## src/fma_config.svh

```systemverilog
`ifndef FMA_CONFIG_SVH
`define FMA_CONFIG_SVH

// number of parallel lanes per request.
`define FMA_LANES 4

// width of the request tag.
`define FMA_TAGW 6

// fraction bits of the Q16.16 operand format.
`define FMA_FRAC 16

// register stages from request to result.
`define FMA_DEPTH 3

`endif

```

## src/fma_pkg.sv

```systemverilog
package fma_pkg;

    // signed Q16.16 operand or result.
    typedef logic signed [31:0] fix_t;

    // signed Q32.32 product, also the scale of the aligned addend.
    typedef logic signed [63:0] prod_t;

    // exact sum, two guard bits above the product.
    typedef logic signed [65:0] sum_t;

    // bit 0 subtracts c, bit 1 negates the final sum.
    typedef enum logic [1:0] {
        op_madd  = 2'b00,
        op_msub  = 2'b01,
        op_nmsub = 2'b11,
        op_nmadd = 2'b10
    } fma_op_t;

    // saturation limits of the result.
    localparam fix_t fix_max = 32'sh7fff_ffff;
    localparam fix_t fix_min = 32'sh8000_0000;

endpackage

```

## src/fma_round_stage.sv

```systemverilog
`timescale 1ns/1ps

`include "fma_config.svh"

module fma_round_stage (
    input  logic                                    clk,
    input  logic                                    reset,
    input  logic                                    advance,

    input  logic                                    valid_in,
    input  logic [`FMA_TAGW-1:0]                    tag_in,
    input  fma_pkg::fma_op_t                        op,
    input  fma_pkg::sum_t [`FMA_LANES-1:0]          sum,

    output logic                                    valid_out,
    output logic [`FMA_TAGW-1:0]                    tag_out,
    output fma_pkg::fix_t [`FMA_LANES-1:0]          result,
    output logic [`FMA_LANES-1:0]                   sat
);

    localparam fma_pkg::sum_t half_lsb = fma_pkg::sum_t'(1) <<< (`FMA_FRAC - 1);

    logic                                   valid_r;
    logic [`FMA_TAGW-1:0]                   tag_r;
    fma_pkg::fix_t [`FMA_LANES-1:0]         result_r;
    logic [`FMA_LANES-1:0]                  sat_r;

    fma_pkg::fix_t [`FMA_LANES-1:0]         result_next;
    logic [`FMA_LANES-1:0]                  sat_next;

    always_comb begin : round_lanes
        fma_pkg::sum_t signed_sum;
        fma_pkg::sum_t rounded;
        fma_pkg::sum_t shifted;
        for (int i = 0; i < `FMA_LANES; i++) begin
            signed_sum = op[1] ? -sum[i] : sum[i];
            // nearest, ties go toward plus infinity.
            rounded = signed_sum + half_lsb;
            shifted = rounded >>> `FMA_FRAC;
            if (shifted > fma_pkg::sum_t'(fma_pkg::fix_max)) begin
                result_next[i] = fma_pkg::fix_max;
                sat_next[i]    = 1'b1;
            end else if (shifted < fma_pkg::sum_t'(fma_pkg::fix_min)) begin
                result_next[i] = fma_pkg::fix_min;
                sat_next[i]    = 1'b1;
            end else begin
                result_next[i] = fma_pkg::fix_t'(shifted);
                sat_next[i]    = 1'b0;
            end
        end
    end

    always_ff @(posedge clk) begin
        if (reset) begin
            valid_r <= 1'b0;
        end else if (advance) begin
            valid_r <= valid_in;
        end
    end

    always_ff @(posedge clk) begin
        if (advance) begin
            tag_r    <= tag_in;
            result_r <= result_next;
            sat_r    <= sat_next;
        end
    end

    assign valid_out = valid_r;
    assign tag_out   = tag_r;
    assign result    = result_r;
    assign sat       = sat_r;

    for (genvar i = 0; i < `FMA_LANES; i++) begin : g_sat_check
        // a flagged lane sits on one of the two rails.
        sat_rail_a: assert property (
            @(posedge clk) disable iff (reset)
            (valid_out && sat[i]) |->
                (result[i] == fma_pkg::fix_max || result[i] == fma_pkg::fix_min)
        );
    end

endmodule

```

## config.mk

```make
export PLATFORM = sky130hd
export DESIGN_NAME = fma_round_stage
export DESIGN_NICKNAME = d
export VERILOG_FILES = /design/src/fma_pkg.sv /design/src/fma_round_stage.sv
export VERILOG_INCLUDE_DIRS = /design/src /design/src/src
export SDC_FILE = /design/constraint.sdc
export NUM_CORES = 1
export LEC_CHECK = 0
export ABC_AREA = 1
export BUFFER_PORTS_ARGS = -buffer_cell sky130_fd_sc_hd__buf_2
export CORE_MARGIN = 1
export CORE_UTILIZATION = 35
export DETAILED_ROUTE_END_ITERATION = 6
export PLACE_DENSITY = 0.6
export SLEW_MARGIN = 20
export SYNTH_ARGS = -nofsm -noshare
export SYNTH_HDL_FRONTEND = slang
export SYNTH_SLANG_ARGS = --single-unit
```

## constraint.sdc

```tcl
create_clock -name clk -period 5.5 [get_ports clk]
set_input_delay 1.1 -clock clk [delete_from_list [all_inputs] [get_ports clk]]
set_output_delay 1.1 -clock clk [all_outputs]
set_load 0.05 [all_outputs]
```

Yosys cells after proc, flatten, opt, wreduce, memory -nomap -nowiden. Cells that the tools add are included.

Register bits: 139. Bits in latches: 0. Memory bits (writable): 0. Bits in read-only memories: 0. Input bits: 276. Output and inout port bits: 139. Word-level logic and storage cells: 38. Memories: 0.

Add/subtract/negate cells: 8. $mul: 0. Divide/modulo/power cells: 0. Magnitude comparators: 8. Equal/unequal tests: 0. Shifts and indexed selects: 0. Multiplexer cells: 12. Bitwise gates (word level): 0. Reduce and logical (&&, ||, !) cells: 0.

Operators by type and width (number): $add 66x17->66 const B (4); $mux 66 (4); $neg 66->66 (4); $gt 50x32->1 const B (4); $lt 50x32->1 const B (4); $mux 32 (4); $mux 1 (4).

Depth between registers and ports, before layout.
Word-level depth: 5. Depth in mapped cells: 26. Depth with buffers taken out: 25.

Worst setup path after synthesis. No wires, ideal clock.

Kind: in2reg. From: input port sum[75] in the netlist's numbering. To: register result_r (netlist bit result[34]), data pin. Library setup time: 252 ps. Arrival: 3491 ps. Required time: 5248 ps. Slack: 1757 ps. Stages: 22. Path buffers: 1. Cell sequence: nor2_1 > nand2_1 > nor2_2 > nand2_2 > nand2_1 > nand2_1 > nand2_1 > ha_1 > nand3_2 > nor2_4 > nand2_4 > nor2_8 > nand2_4 > nor2_4 > nand3_1 > nand2_1 > nand2_1 > nor2_1 > nand3_1 > o21ai_4 > buf_6 > nand2_1.

Word-level cells in the longest chain between the ends: 5. Elaborated cells between the ends (all ways): 6. Classes of those cells: 2 x add/sub; 2 x order compare; 2 x mux.

RTL lines: from (decl) (RTL line fma_round_stage.sv:13) `` input fma_pkg::sum_t [`FMA_LANES-1:0] sum, ``; $neg 66->66 (RTL line fma_round_stage.sv:36) `signed_sum = op[1] ? -sum[i] : sum[i];`; $mux 66 * (RTL line fma_round_stage.sv:36); $add 66x17->66 * (RTL line fma_round_stage.sv:38) `rounded = signed_sum + half_lsb;`; $lt 50x32->1 (RTL line fma_round_stage.sv:43) `end else if (shifted < fma_pkg::sum_t'(fma_pkg::fix_min)) begin`; $mux 32 (RTL line fma_round_stage.sv:43); to (signal assigned) (RTL line fma_round_stage.sv:64) `result_r <= result_next;`; to (decl) (RTL line fma_round_stage.sv:25) `` fma_pkg::fix_t [`FMA_LANES-1:0] result_r; ``.

Every way passes the cells marked *; elsewhere a longest branch is shown, timed or not. A chain may end at the register's enable or synchronous reset.

Worst setup path after layout.
From: input port sum[15] in the netlist's numbering. To: register result_r (netlist bit result[17]), data pin.

The elaborated chain is that of the path after synthesis.

==> results_tabular.tex <==
\begin{tabular}{lr}
\hline
Metric & Value \\
\hline
\multicolumn{2}{l}{\textbf{Outcome}} \\
Status & finished clean \\
\multicolumn{2}{l}{\textbf{Timing}} \\
Worst slew margin & 50.7\% \\
Final setup violating endpoints & 0 \\
Final Hold Viols & 0 \\
Final period demand of the worst path & 4.45 ns \\
Final max-slew violation count & 0 \\
Ratio of final minimum period to clock period & 80.9\% \\
Maximum frequency from static timing analysis & 225 MHz \\
Slew @ Worst Pin & 0.740 ns \\
Setup repair after global routing missed its margin & false \\
Worst setup skew after layout & 0 ns \\
TNS Setup & 0 ns \\
\multicolumn{2}{l}{\textbf{Clocking}} \\
Clock tree buffer depth & 2 \\
Insertion delay to the later sink of the worst-skew pair & 0.48 ns \\
Number of buffers inserted to repair setup after CTS & 0 \\
Root Buffer & clkbuf\_16 \\
Cts-stage hold buffer count & 0 \\
Number of gates resized after cts & 0 \\
Clock tree from TritonCTS & yes \\
CTS H-Tree Depth & 4 \\
Clock-pin slew of the registers on the worst-case setup and hold paths & 0.06 ns \\
Number of buffers inserted during clock tree synthesis & 17 \\
Sink Count & 139 \\
\multicolumn{2}{l}{\textbf{Placement}} \\
Final weighted congestion in routability-driven placement & 0.972 \\
Detailed placement HPWL & 75800 um \\
Number of buffers added on ports & 413 \\
\multicolumn{2}{l}{\textbf{Global route}} \\
Congestion Overflow GR & 0 \\
First-pass GRT wire length & 134000 um \\
Global-route total usage across every layer & 27.2\% \\
Number of global-route vias before repair & 24.6k \\
Largest net degree at the start of global routing & 73 \\
Initial antenna violation count & 3 \\
\multicolumn{2}{l}{\textbf{Synth}} \\
Share of synthesized area occupied by flip-flops and latches & 18.8\% \\
Post-synthesis share of cell area spent on xor and xnor gates & 5.42\% \\
Primary FF master, synth & edfxtp\_1 \\
Fraction of post-synthesis cell area in the top cell type by area & 29.5\% \\
Post-Syn Instances & 4088 \\
Adder-Cell Fraction of Synth Area & 0.226\% \\
Synth unique cells & 49 \\
Largest cells by area after synthesis & nand2\_1 29\%, edfxtp\_1 19\%, nor2\_1 12\% \\
Synthesized area divided by synthesized cell count & 5.41 um2 \\
Net Count, Synth & 4368 \\
Main combinational cell family by area after synthesis & simple AND/OR/NAND/NOR gates \\
Compound-cell area share of the yosys netlist & 1.58\% \\
Number of synthesized flops with an enable pin & 138 \\
Simple logic cell fraction of the synthesized area & 64.4\% \\
Most area-hungry cell type in the Yosys netlist & nand2\_1 \\
Syn. warnings & 0 \\
Multiplexer area fraction after synthesis & 0.0453\% \\
Proportion of register bits with asynchronous set or reset after synthesis & 0\% \\
Cell area after synthesis & 22100 um2 \\
Synth Register Bits & 139 \\
\multicolumn{2}{l}{\textbf{Worst setup path}} \\
Max Fanout on Critical Path & 32 \\
Critical-path cell with the highest stage delay & nand2\_2 \\
CP required & 5.84 ns \\
Startpoint type of the worst setup path & primary input \\
Largest stage delay on the critical path & 0.49 ns \\
Type of destination of the critical path & flop \\
Startpoint-to-endpoint class of the critical path & in -> reg \\
Data arrival time of the worst path & 4.79 ns \\
Crit-path most repeated cell & nand2\_1 \\
\multicolumn{2}{l}{\textbf{Drt}} \\
Number of design-rule violations left by the first detailed-router iteration & 2286 \\
Via count & 26.8k \\
Wire length per cell after detailed routing & 16.6 um \\
Remaining DRCs & 0 \\
DRT Wirelength & 88600 um \\
Detailed-route vias per instance & 5.03 \\
Number of antenna-violating nets in the routed design & 0 \\
First-pass DRT Iterations & 6 \\
\multicolumn{2}{l}{\textbf{Pwr}} \\
Max VDD drop & 0.000250 V \\
Power density cells & 175 nW/um2 \\
Leakage power total & 12.4 nW \\
\multicolumn{2}{l}{\textbf{Die}} \\
Die Area & 64200 um2 \\
Standard-cell row count & 91 \\
Area inside the core boundary & 62100 um2 \\
Height of the chip & 253 um \\
X dimension of the die & 253 um \\
Initial cell density of the core & 35.6\% \\
I/O pin count & 415 \\
\multicolumn{2}{l}{\textbf{Final layout}} \\
Area overhead of the layout relative to synthesis & 15.6\% \\
Utilization after layout & 41.2\% \\
Net count of the finished layout & 4758 \\
Layout cells sized above 1 & 17.5\% \\
\multicolumn{2}{l}{\textbf{Hold path}} \\
Hold Crit Class & reg -> reg \\
\multicolumn{2}{l}{\textbf{Run}} \\
Number of violations of the max-capacitance limit & 0 \\
\hline
\end{tabular}
[synth_stat cells (18+ instances only)]
library cell and count:
edfxtp_1 138, xor2_1 72, nand2_1 1736, nand3_1 382, o21ai_1 24, inv_1 378, nand3b_1 49, inv_2 31
nor2_2 105, nor3_1 18, nand4_1 65, nor2_1 723, nor2_4 33, buf_2 28, xnor2_1 63, nand2_2 104
[power by group]
group	switching, mW	total, mW	internal [mW]
clock network	0.548	1.31	0.757
registers	0.0342	1.35	1.32
logic	1.35	1.82	0.466
total	1.93	4.47	2.54
[registers in the layout, indices dropped and copies added (netlist names)]
register and flops:
tag_out 6, result 128, sat 4, valid_out 1
[placed cells by master (no fill, tap or decap), types with 65 or more instances in the layout]
cell      Yosys  layout
xor2_1       72      72
inv_1       378     377
nand2_2     104     104
nand3_1     382     382
edfxtp_1    138     138
buf_2        28     411
nor2_1      723     723
nand4_1      65      65
nor2_2      105     105
nand2_1    1736    1736
[metal layers]
metal | vias to the layer above | GRT usage, % | share of wire, %
met2 | 975 | 45.7 | 47
li1 | 13500 | - | -
met5 | - | 0 | 0.015
met1 | 12200 | 36.0 | 44
met4 | 2 | 7.77 | 2.4
met3 | 114 | 3.63 | 6.8
[critical path, delay by kind of cell]
kind	cells	cell delay, ns
simple gates	22	3.13
fa+ha+maj	1	0.33
buf+inv	2	0.22
[stage by stage]
step	instance area (um2)	total power, mW	cells	hold slack (ns)	setup WS [ns]
2_1_floorplan	22100	2.64	4088	0.733	1.76
3_3_place_gp	24900	3.17	5296	0.479	0.738
3_5_place_dp	24900	3.17	5296	0.482	0.687
4_1_cts	25600	4.50	5326	0.503	1.20
5_1_grt	25600	4.70	5327	0.562	0.754
6_report	25600	4.47	5328	0.496	1.05
[final timing paths]
kind                            startpoint         end  slack (ns)  cells past startpoint
worst min-delay path             valid_out   valid_out        0.50                      2
worst max register to register   valid_out   valid_out        4.92                      2
worst min register to register   valid_out   valid_out        0.50                      2
worst max-delay path               sum[15]  result[17]        1.05                     25
[kinds of logic after synthesis]
kind of cell             count (synthesis)
AO/OA/AOI/OAI                           58
AND/OR/NAND/NOR                       3270
XOR/XNOR                               136
buffers and inverters                  480
adder cells (fa/ha/maj)                  4
flip-flops                             139
multiplexers                             1
[layout make-up]
type                            instances  area (um2)
Antenna cell                            2        5.00
Clock buffer                           17         425
Clock inverter                         13         193
Fill cell                            7006       36500
Inverter                              414        1550
Multi-Input combinational cell       3469       15900
Sequential cell                       139        4160
Tap cell                              837        1050
Timing Repair Buffer                  437        2330
No activity file was read; power rests on OpenSTA's default activity.
