## src/fma_config.svh

```systemverilog
`ifndef FMA_CONFIG_SVH
`define FMA_CONFIG_SVH

// number of parallel lanes per request.
`define FMA_LANES 4

// width of the request tag.
`define FMA_TAGW 6

// fraction bits of the Q16.16 operand format.
`define FMA_FRAC 16

// register stages from request to result.
`define FMA_DEPTH 3

`endif

```

## src/fma_pkg.sv

```systemverilog
package fma_pkg;

    // signed Q16.16 operand or result.
    typedef logic signed [31:0] fix_t;

    // signed Q32.32 product, also the scale of the aligned addend.
    typedef logic signed [63:0] prod_t;

    // exact sum, two guard bits above the product.
    typedef logic signed [65:0] sum_t;

    // bit 0 subtracts c, bit 1 negates the final sum.
    typedef enum logic [1:0] {
        op_madd  = 2'b00,
        op_msub  = 2'b01,
        op_nmsub = 2'b11,
        op_nmadd = 2'b10
    } fma_op_t;

    // saturation limits of the result.
    localparam fix_t fix_max = 32'sh7fff_ffff;
    localparam fix_t fix_min = 32'sh8000_0000;

endpackage

```

## src/fma_add_stage.sv

```systemverilog
`timescale 1ns/1ps

`include "fma_config.svh"

module fma_add_stage (
    input  logic                                    clk,
    input  logic                                    reset,
    input  logic                                    advance,

    input  logic                                    valid_in,
    input  logic [`FMA_TAGW-1:0]                    tag_in,
    input  fma_pkg::fma_op_t                        op,
    input  fma_pkg::prod_t [`FMA_LANES-1:0]         prod,
    input  fma_pkg::prod_t [`FMA_LANES-1:0]         caln,

    output logic                                    valid_out,
    output logic [`FMA_TAGW-1:0]                    tag_out,
    output fma_pkg::fma_op_t                        op_out,
    output fma_pkg::sum_t [`FMA_LANES-1:0]          sum
);

    logic                                   valid_r;
    logic [`FMA_TAGW-1:0]                   tag_r;
    fma_pkg::fma_op_t                       op_r;
    fma_pkg::sum_t [`FMA_LANES-1:0]         sum_r;

    always_ff @(posedge clk) begin
        if (reset) begin
            valid_r <= 1'b0;
        end else if (advance) begin
            valid_r <= valid_in;
        end
    end

    always_ff @(posedge clk) begin
        if (advance) begin
            tag_r <= tag_in;
            op_r  <= op;
            for (int i = 0; i < `FMA_LANES; i++) begin
                // widened so the sum is exact.
                if (op[0]) begin
                    sum_r[i] <= fma_pkg::sum_t'($signed(prod[i])) -
                                fma_pkg::sum_t'($signed(caln[i]));
                end else begin
                    sum_r[i] <= fma_pkg::sum_t'($signed(prod[i])) +
                                fma_pkg::sum_t'($signed(caln[i]));
                end
            end
        end
    end

    assign valid_out = valid_r;
    assign tag_out   = tag_r;
    assign op_out    = op_r;
    assign sum       = sum_r;

    // the negate select must not change under a held item.
    op_hold_a: assert property (
        @(posedge clk) disable iff (reset)
        (!advance && valid_out) |=> $stable(op_out)
    );

endmodule

```

## config.mk

```make
export PLATFORM = sky130hd
export DESIGN_NAME = fma_add_stage
export DESIGN_NICKNAME = d
export VERILOG_FILES = /design/src/fma_pkg.sv /design/src/fma_add_stage.sv
export VERILOG_INCLUDE_DIRS = /design/src /design/src/src
export SDC_FILE = /design/constraint.sdc
export NUM_CORES = 1
export LEC_CHECK = 0
export BUFFER_PORTS_ARGS = -buffer_cell sky130_fd_sc_hd__buf_2
export CORE_AREA = 2 2 313 315
export CTS_CLUSTER_SIZE = 8
export DETAILED_ROUTE_END_ITERATION = 10
export DIE_AREA = 0 0 315 317
export SYNTH_ARGS = -nofsm -noshare
export SYNTH_HDL_FRONTEND = slang
export SYNTH_SLANG_ARGS = --single-unit
export TNS_END_PERCENT = 100
```

## constraint.sdc

```tcl
create_clock -name clk -period 6.9 [get_ports clk]
set_clock_uncertainty 0.1 [all_clocks]
set_input_delay 1.035 -clock clk [delete_from_list [all_inputs] [get_ports clk]]
set_output_delay 1.035 -clock clk [all_outputs]
set_load 0.01 [all_outputs]
```

* Yosys cells after proc, flatten, opt, wreduce, memory -nomap -nowiden
Index checks and enable logic that the tools add are counted.
Word-level totals: latch bits 0, word-level logic and storage cells 19, flip-flop bits (word level) 273, ROM bits 0, memories kept 0, output and inout bits 273, bits in writable memories 0
Operators by class: bitwise operators 0, magnitude comparators 0, multiplexer cells 4, add/subtract/negate cells 8, eq/ne operators 0, shift operators 0, reduce and logical (&&, ||, !) cells 0, multipliers 0, div/mod/pow operators 0
Operator list (count):
- 66-bit 2-to-1 mux | 4
- 64-bit by 64-bit adder with 65-bit output | 4
- 64-bit by 64-bit subtractor with 65-bit output | 4

* Depth between registers and ports, before layout
Gate-level depths: netlist (run 1).
word-level depth 2, mapped depth 23, gate-level depth less buffers 21

* Least setup slack after synthesis (run 1)
No wires, ideal clock.
path kind input-to-reg, from input caln[28] (netlist name), to register sum_r, in the netlist sum[61], data pin, path buffers 0, arrival 5.571 ns, setup time 0.274 ns, stages 18, slack 0.955 ns, cells stage by stage or4_1 > or3_1 > or3_1 > nor3_1 > nand2_1 > o41ai_1 > xor2_1 > ha_1 > nand2_1 > or3_1 > or4_1 > inv_1 > o211ai_1 > a31oi_1 > or2_2 > a41oi_1 > o41ai_1 > xor2_1
Between the ends: cells in the longest elaborated chain, start to end 2, elaborated cells on any way between the ends 3
RTL lines:
- start: declaration | RTL line fma_add_stage.sv:14 | input fma_pkg::prod_t [`FMA_LANES-1:0] caln,
- 64-bit by 64-bit adder with 65-bit output or 64-bit by 64-bit subtractor with 65-bit output (tied branches) | RTL line fma_add_stage.sv:45, fma_add_stage.sv:42
- 66-bit 2-to-1 mux * | RTL line fma_add_stage.sv:41 | if (op[0]) begin
- end signal: indexed assignment | RTL line fma_add_stage.sv:42 | sum_r[i] <= fma_pkg::sum_t'($signed(prod[i])) -
- end signal: indexed assignment | RTL line fma_add_stage.sv:45 | sum_r[i] <= fma_pkg::sum_t'($signed(prod[i])) +
- end: declaration | RTL line fma_add_stage.sv:25 | fma_pkg::sum_t [`FMA_LANES-1:0] sum_r;
Every way passes the cells marked *; elsewhere a longest branch is shown, timed or not. A chain may end at the register's enable or synchronous reset.

* Worst setup path in the final report (run 1)
from input caln[26] (netlist name), to register sum_r, in the netlist sum[61], data pin
The elaborated chain is that of the path after synthesis.

==> flow_summary.json, run 1 <==
{
  "status": "finished clean",
  "critical_path.slowest_cell": "or4_1",
  "drt-wirelength-per-cell_microns": 23.1,
  "netlist_top_cells_count": "a21oi_1, xnor2_1, nor2_1",
  "post_cts_buffers": 0,
  "netlist_area_sq_mm": 0.0284,
  "cts_tree": "yes",
  "worstSetupStartpoint": "caln[26]",
  "cp-start-kind": "input port",
  "hp-class": "reg -> reg",
  "cp.arrival_ns": 6.25,
  "htreeDepth": 2,
  "clk_pin_slew_ns": 0.05,
  "vias": 29218,
  "min-delay-start": "valid_out$_SDFFE_PP0P_",
  "root_buffer": "clkbuf_16",
  "syn2layout_area_growth_pct": 23.4,
  "gr-total-overflow": 0,
  "cellLeakagePower_nw": 15.0,
  "yosysMostFrequentCell": "a21oi_1",
  "syn-num-nets": 4125,
  "clkSinkCount": 269,
  "worstSetupEndpointType": "flip-flop",
  "synth_area_leaders": "edfxtp_1, xnor2_1, ha_1",
  "powerDensity_mw_per_mm2": 227,
  "cts_buffers": 42,
  "synthDominantCellAreaShare_pct": 28.3,
  "yosys.area.top_type": "edfxtp_1",
  "dieArea_sq_mm": 0.0999,
  "dr.first_iter.drc_count": 2508,
  "drt_wl_total_microns": 125000,
  "num-nets-final": 4868,
  "grt_max_degree": 101,
  "total_power_mw": 7.96,
  "rows": 114,
  "port_buffers": 796,
  "core-area_sq_mm": 0.0963,
  "cts-resized-gates": 0,
  "drv_cap": 0,
  "final_antenna_net_count": 0,
  "timing.slew.headroom_pct": 37.0,
  "cp.buffers_inverters": 3,
  "ir_worst_vdd_mv": 0.165,
  "ys.flop_type": "edfxtp_1",
  "synth_cells": 3337,
  "yosys.cell_types.count": 82,
  "hpwl_microns": 106000,
  "grt_setup_unrepaired": "no",
  "whs_ns": 0.405,
  "setup_viol": 0,
  "ctsLongestPathBuffers": 3,
  "antenna_found_initial": 51,
  "critPathRequiredTime_ns": 7.13,
  "cp_common_cell": "or3_1",
  "reg2reg_from": "valid_out$_SDFFE_PP0P_",
  "grt_pass1_vias": 27839,
  "yosysSeqAreaShare_pct": 28.4,
  "avgSynthCellArea_sq_um": 8.52,
  "ys_seq_elements": 269,
  "clkLatencyLatePin_ns": 0.60,
  "drive_gt1_share_pct": 22.8,
  "max_stage_delay_ns": 0.65,
  "route.detailed.drc": 0,
  "grt_first_pass_wirelength_microns": 180000,
  "track_usage_pct": 23.9,
  "gp_congestion": 0.990,
  "initial_utilization_pct": 29.5,
  "hold_violations": 0,
  "via_per_inst": 5.40,
  "crit_family": "simple AND/OR/NAND/NOR gates",
  "drt_pass1_iterations": 5,
  "period_share_pct": 87.3,
  "slew_viol_final": 0,
  "crit_chain": "buf_2, or4_1, or3_1, or3_1, nor3_1, buf_4, and2_1, nor2_1, xnor2_1, ha_1, nand2_1, or3_1, or4_1, inv_1, o211ai_1, a31oi_1, or2_2, a41oi_1, o41ai_1, xor2_1",
  "die_x_microns": 315,
  "tightest_slew_ns": 0.945,
  "ios": 797,
  "synthArstFlopShare_pct": 0,
  "path_max_fanout": 5,
  "die_h_microns": 317,
  "fmax_mhz": 166,
  "synth_edf_count": 268,
  "fin_tns_setup_ns": 0,
  "hold_buffers": 0,
  "fin_crit_ns": 6.02,
  "crit_type": "in -> reg",
  "yosys_warnings": 0
}
[logic make-up after synthesis]
kind of cell / count (synthesis) / share of synthesized area (%)
AO/OA/AOI/OAI: 1075 / 23.8
XOR/XNOR: 495 / 15.3
AND/OR/NAND/NOR: 969 / 17.0
buffers and inverters: 258 / 3.50
adder cells (fa/ha/maj): 264 / 11.7
flip-flops: 269 / 28.4
multiplexers: 7 / 0.247
[worst register-to-register path, delay by kind of cell, from the launching register on]
| family | cells | cell delay [ns] |
|---|---|---|
| DFF | 1 | 0.30 |
| and+or+nand+nor | 1 | 0.06 |
| muxes | 1 | 0.13 |
[report_power, final]
group | switching (mW) | internal (mW) | total [mW]
sequential | 0.137 | 2.31 | 2.45
combinational | 2.17 | 1.41 | 3.58
clock | 0.835 | 1.10 | 1.94
[final timing paths]
check | endpoint | slack (ns) | depth (start not counted)
min reg2reg | valid_out$_SDFFE_PP0P_ | 0.40 | 2
min | valid_out$_SDFFE_PP0P_ | 0.40 | 2
max | sum[61]$_DFFE_PP_ | 0.88 | 20
max reg2reg | valid_out$_SDFFE_PP0P_ | 6.20 | 2
[sequential cells by signal (all words and copies together) (netlist names)]
name	flops
valid_out	1
sum	260
op_out	2
tag_out	6
[layout make-up]
type                    instances  area [sq um]
clock buffers                  53          1090
fillers                     10089         61200
inverters                     117           439
diodes                         36          90.1
flip-flops and latches        269          8070
repair buffers                840          4350
clock inverters                11          71.3
multi-input cells            2810         19400
well taps                    1276          1600
[cells in the final DEF (no fill, tap or decap), drive strengths merged, types with 54 or more instances in the layout]
master,instances
xor2,120
a31oi,55
o21ai,156
nand2,202
clkbuf,54
a21o,161
edfxtp,268
nand3,59
nor3,109
ha,260
xnor2,375
nand4,72
inv,119
buf,839
a21oi,411
nor2,284
[per-stage QoR]
step | setup WS [ns] | util [%] | std cells | instance area [sq um]
3_5_place_dp | 0.298 | 35.1 | 5312 | 33800
2_1_floorplan | 0.955 | - | 3337 | 28400
4_1_cts | 0.962 | 36.3 | 5376 | 35000
3_3_place_gp | 0.326 | 35.1 | 5312 | 33800
6_report | 0.877 | 36.4 | 5412 | 35100
5_1_grt | 0.568 | 36.4 | 5400 | 35000
[layer usage]
| metal | GRT usage, % | wire [microns] |
|---|---|---|
| met3 | 5.28 | 9060 |
| met5 | 0.758 | 118 |
| met4 | 9.10 | 4740 |
| met1 | 31.0 | 53700 |
| met2 | 38.6 | 57600 |
(Power assumes the default switching activity.)
==> run 2: changes to the inputs <==
- clock period: 6.9 -> 7.5 ns (I/O delays scaled with it)
==> run 2 against run 1 <==
Against the previous run: largest power group unchanged; worst hold slack better by 0.024 ns; utilization about the same; largest cell class unchanged; sequential power down 8%; highest routed layer unchanged; via count down 0.47%; critical endpoint is now sum[194]$_DFFE_PP_; clock power about the same; sequential share of layout area about the same; global-route usage up 0.11 points.
==> flow_summary.json, run 2 (synthesis results as in run 1) <==
{
  "drt-wirelength-per-cell_microns": 23.3,
  "critical_path.slowest_cell": "or4_1",
  "route.detailed.drc": 0,
  "hp-class": "reg -> reg",
  "ctsLongestPathBuffers": 3,
  "gr-total-overflow": 0,
  "die_x_microns": 315,
  "cellLeakagePower_nw": 15.0,
  "tightest_slew_ns": 1.01,
  "fmax_mhz": 159,
  "num-nets-final": 4855,
  "reg2reg_from": "valid_out$_SDFFE_PP0P_",
  "hold_violations": 0,
  "status": "finished clean",
  "timing.slew.headroom_pct": 32.9,
  "setup_viol": 0,
  "clkSinkCount": 269,
  "dieArea_sq_mm": 0.0999,
  "hpwl_microns": 106000,
  "ios": 797,
  "via_per_inst": 5.38,
  "syn2layout_area_growth_pct": 23.4,
  "clk_pin_slew_ns": 0.06,
  "max_stage_delay_ns": 0.59,
  "grt_pass1_vias": 28020,
  "clkLatencyLatePin_ns": 0.59,
  "fin_crit_ns": 6.28,
  "drt_pass1_iterations": 5,
  "final_cell_area_sq_mm": 0.0351,
  "worstSetupStartpoint": "caln[142]",
  "final_common_cell": "buf_2",
  "grt_first_pass_wirelength_microns": 180000,
  "root_buffer": "clkbuf_16",
  "slew_viol_final": 0,
  "drive_gt1_share_pct": 22.5,
  "track_usage_pct": 24.0,
  "htreeDepth": 2,
  "antenna_found_initial": 72,
  "grt_max_degree": 101,
  "cts_tree": "yes",
  "gp_congestion": 0.983,
  "dr.first_iter.drc_count": 2319,
  "largest_reg_flops": 260,
  "crit_type": "in -> reg",
  "ff2ff_setup_slack_ns": 6.80,
  "cts-resized-gates": 0,
  "rows": 114,
  "drt_wl_total_microns": 126000,
  "fin_tns_setup_ns": 0,
  "final_cell_mix": "buf_2, a21oi_1, xnor2_1",
  "port_buffers": 796,
  "cp.arrival_ns": 6.52,
  "initial_utilization_pct": 29.5,
  "final_antenna_net_count": 0,
  "powerDensity_mw_per_mm2": 212,
  "reg2reg_depth": 2,
  "worstSetupEndpointType": "flip-flop",
  "cp-start-kind": "input port",
  "critical_path.endpoint": "sum[194]$_DFFE_PP_",
  "post-route-util_pct": 36.4,
  "grt_setup_unrepaired": "no",
  "period_share_pct": 83.7,
  "place_area_sq_mm": 0.0337,
  "cts_buffers": 42,
  "core-area_sq_mm": 0.0963,
  "path_max_fanout": 8,
  "critPathRequiredTime_ns": 7.75,
  "hold_buffers": 0,
  "die_h_microns": 317,
  "crit_chain": "buf_2, or4_1, nor4_2, nand4b_1, nor4_1, buf_4, and2_1, a21oi_1, xnor2_1, ha_1, a211oi_1, o21ai_0, a31oi_1, nand2_1, a311oi_1, o31ai_1, a221oi_1, buf_4, o21ai_0, a221oi_1, xnor2_1",
  "drv_cap": 0,
  "rr_endpoint": "valid_out$_SDFFE_PP0P_",
  "vias": 29082,
  "ir_worst_vdd_mv": 0.148,
  "post_cts_buffers": 0
}
run 2: cell types whose count changed in the layout (fill, tap and decap cells not counted), sizes merged:
cell	before	now
buf	839	826
bufinv	0	2
clkbuf	54	56
clkinv	9	6
diode	36	42
inv	119	117
run 2: area by class of cell:
type | count | area (sq um)
flip-flops and latches | 269 | 8070
clock inverters | 8 | 85.1
multi-input cells | 2810 | 19400
fillers | 10071 | 61200
inverters | 117 | 439
diodes | 42 | 105
well taps | 1276 | 1600
repair buffers | 827 | 4250
clock buffers | 55 | 1170
run 2: worst min path at each step:
stage	startpoint	end	slack, ns	cells after the start
final	valid_out$_SDFFE_PP0P_	valid_out$_SDFFE_PP0P_	0.43	2
after floorplan	valid_out$_SDFFE_PP0P_	valid_out$_SDFFE_PP0P_	0.43	2
after global placement	valid_out$_SDFFE_PP0P_	valid_out$_SDFFE_PP0P_	0.37	2
after CTS	valid_out$_SDFFE_PP0P_	valid_out$_SDFFE_PP0P_	0.43	2
after global routing	valid_out$_SDFFE_PP0P_	valid_out$_SDFFE_PP0P_	0.49	2
after detailed placement	valid_out$_SDFFE_PP0P_	valid_out$_SDFFE_PP0P_	0.42	2
run 2: report_power, final:
| group | total, mW | switching [mW] | internal, mW | leakage (nW) |
|---|---|---|---|---|
| combinational | 3.27 | 1.99 | 1.29 | 11.7 |
| sequential | 2.26 | 0.134 | 2.13 | 2.63 |
| clock | 1.91 | 0.766 | 1.15 | 0.615 |
| total | 7.45 | 2.89 | 4.56 | 15.0 |
run 2: critical path, delay by kind of cell:
family	cells	cell delay (ns)
AO/OA/AOI/OAI	9	2.51
AND/OR/NAND/NOR	6	1.72
buffers and inverters	3	0.52
adder cells (fa/ha/maj)	1	0.40
XOR/XNOR	2	0.27
run 2: layer usage:
metal / vias up / GRT usage, % / share of wire (%)
met5: - / 0 / 0.15
met4: 32 / 9.12 / 3.6
met1: 13859 / 30.5 / 42
li1: 13900 / - / -
met2: 1060 / 39.2 / 47
met3: 231 / 5.94 / 7.2
run 2: per-stage QoR:
step / worst slack (ns) / power (mW) / cells / hold WS [ns]
global placement: 0.684 / 5.53 / 5299 / 0.374
CTS: 1.25 / 7.49 / 5362 / 0.432
finish: 1.22 / 7.45 / 5404 / 0.429
global route: 0.756 / 7.86 / 5393 / 0.489
floorplan: 1.46 / 4.25 / 3337 / 0.428
detailed placement: 0.572 / 5.53 / 5299 / 0.417
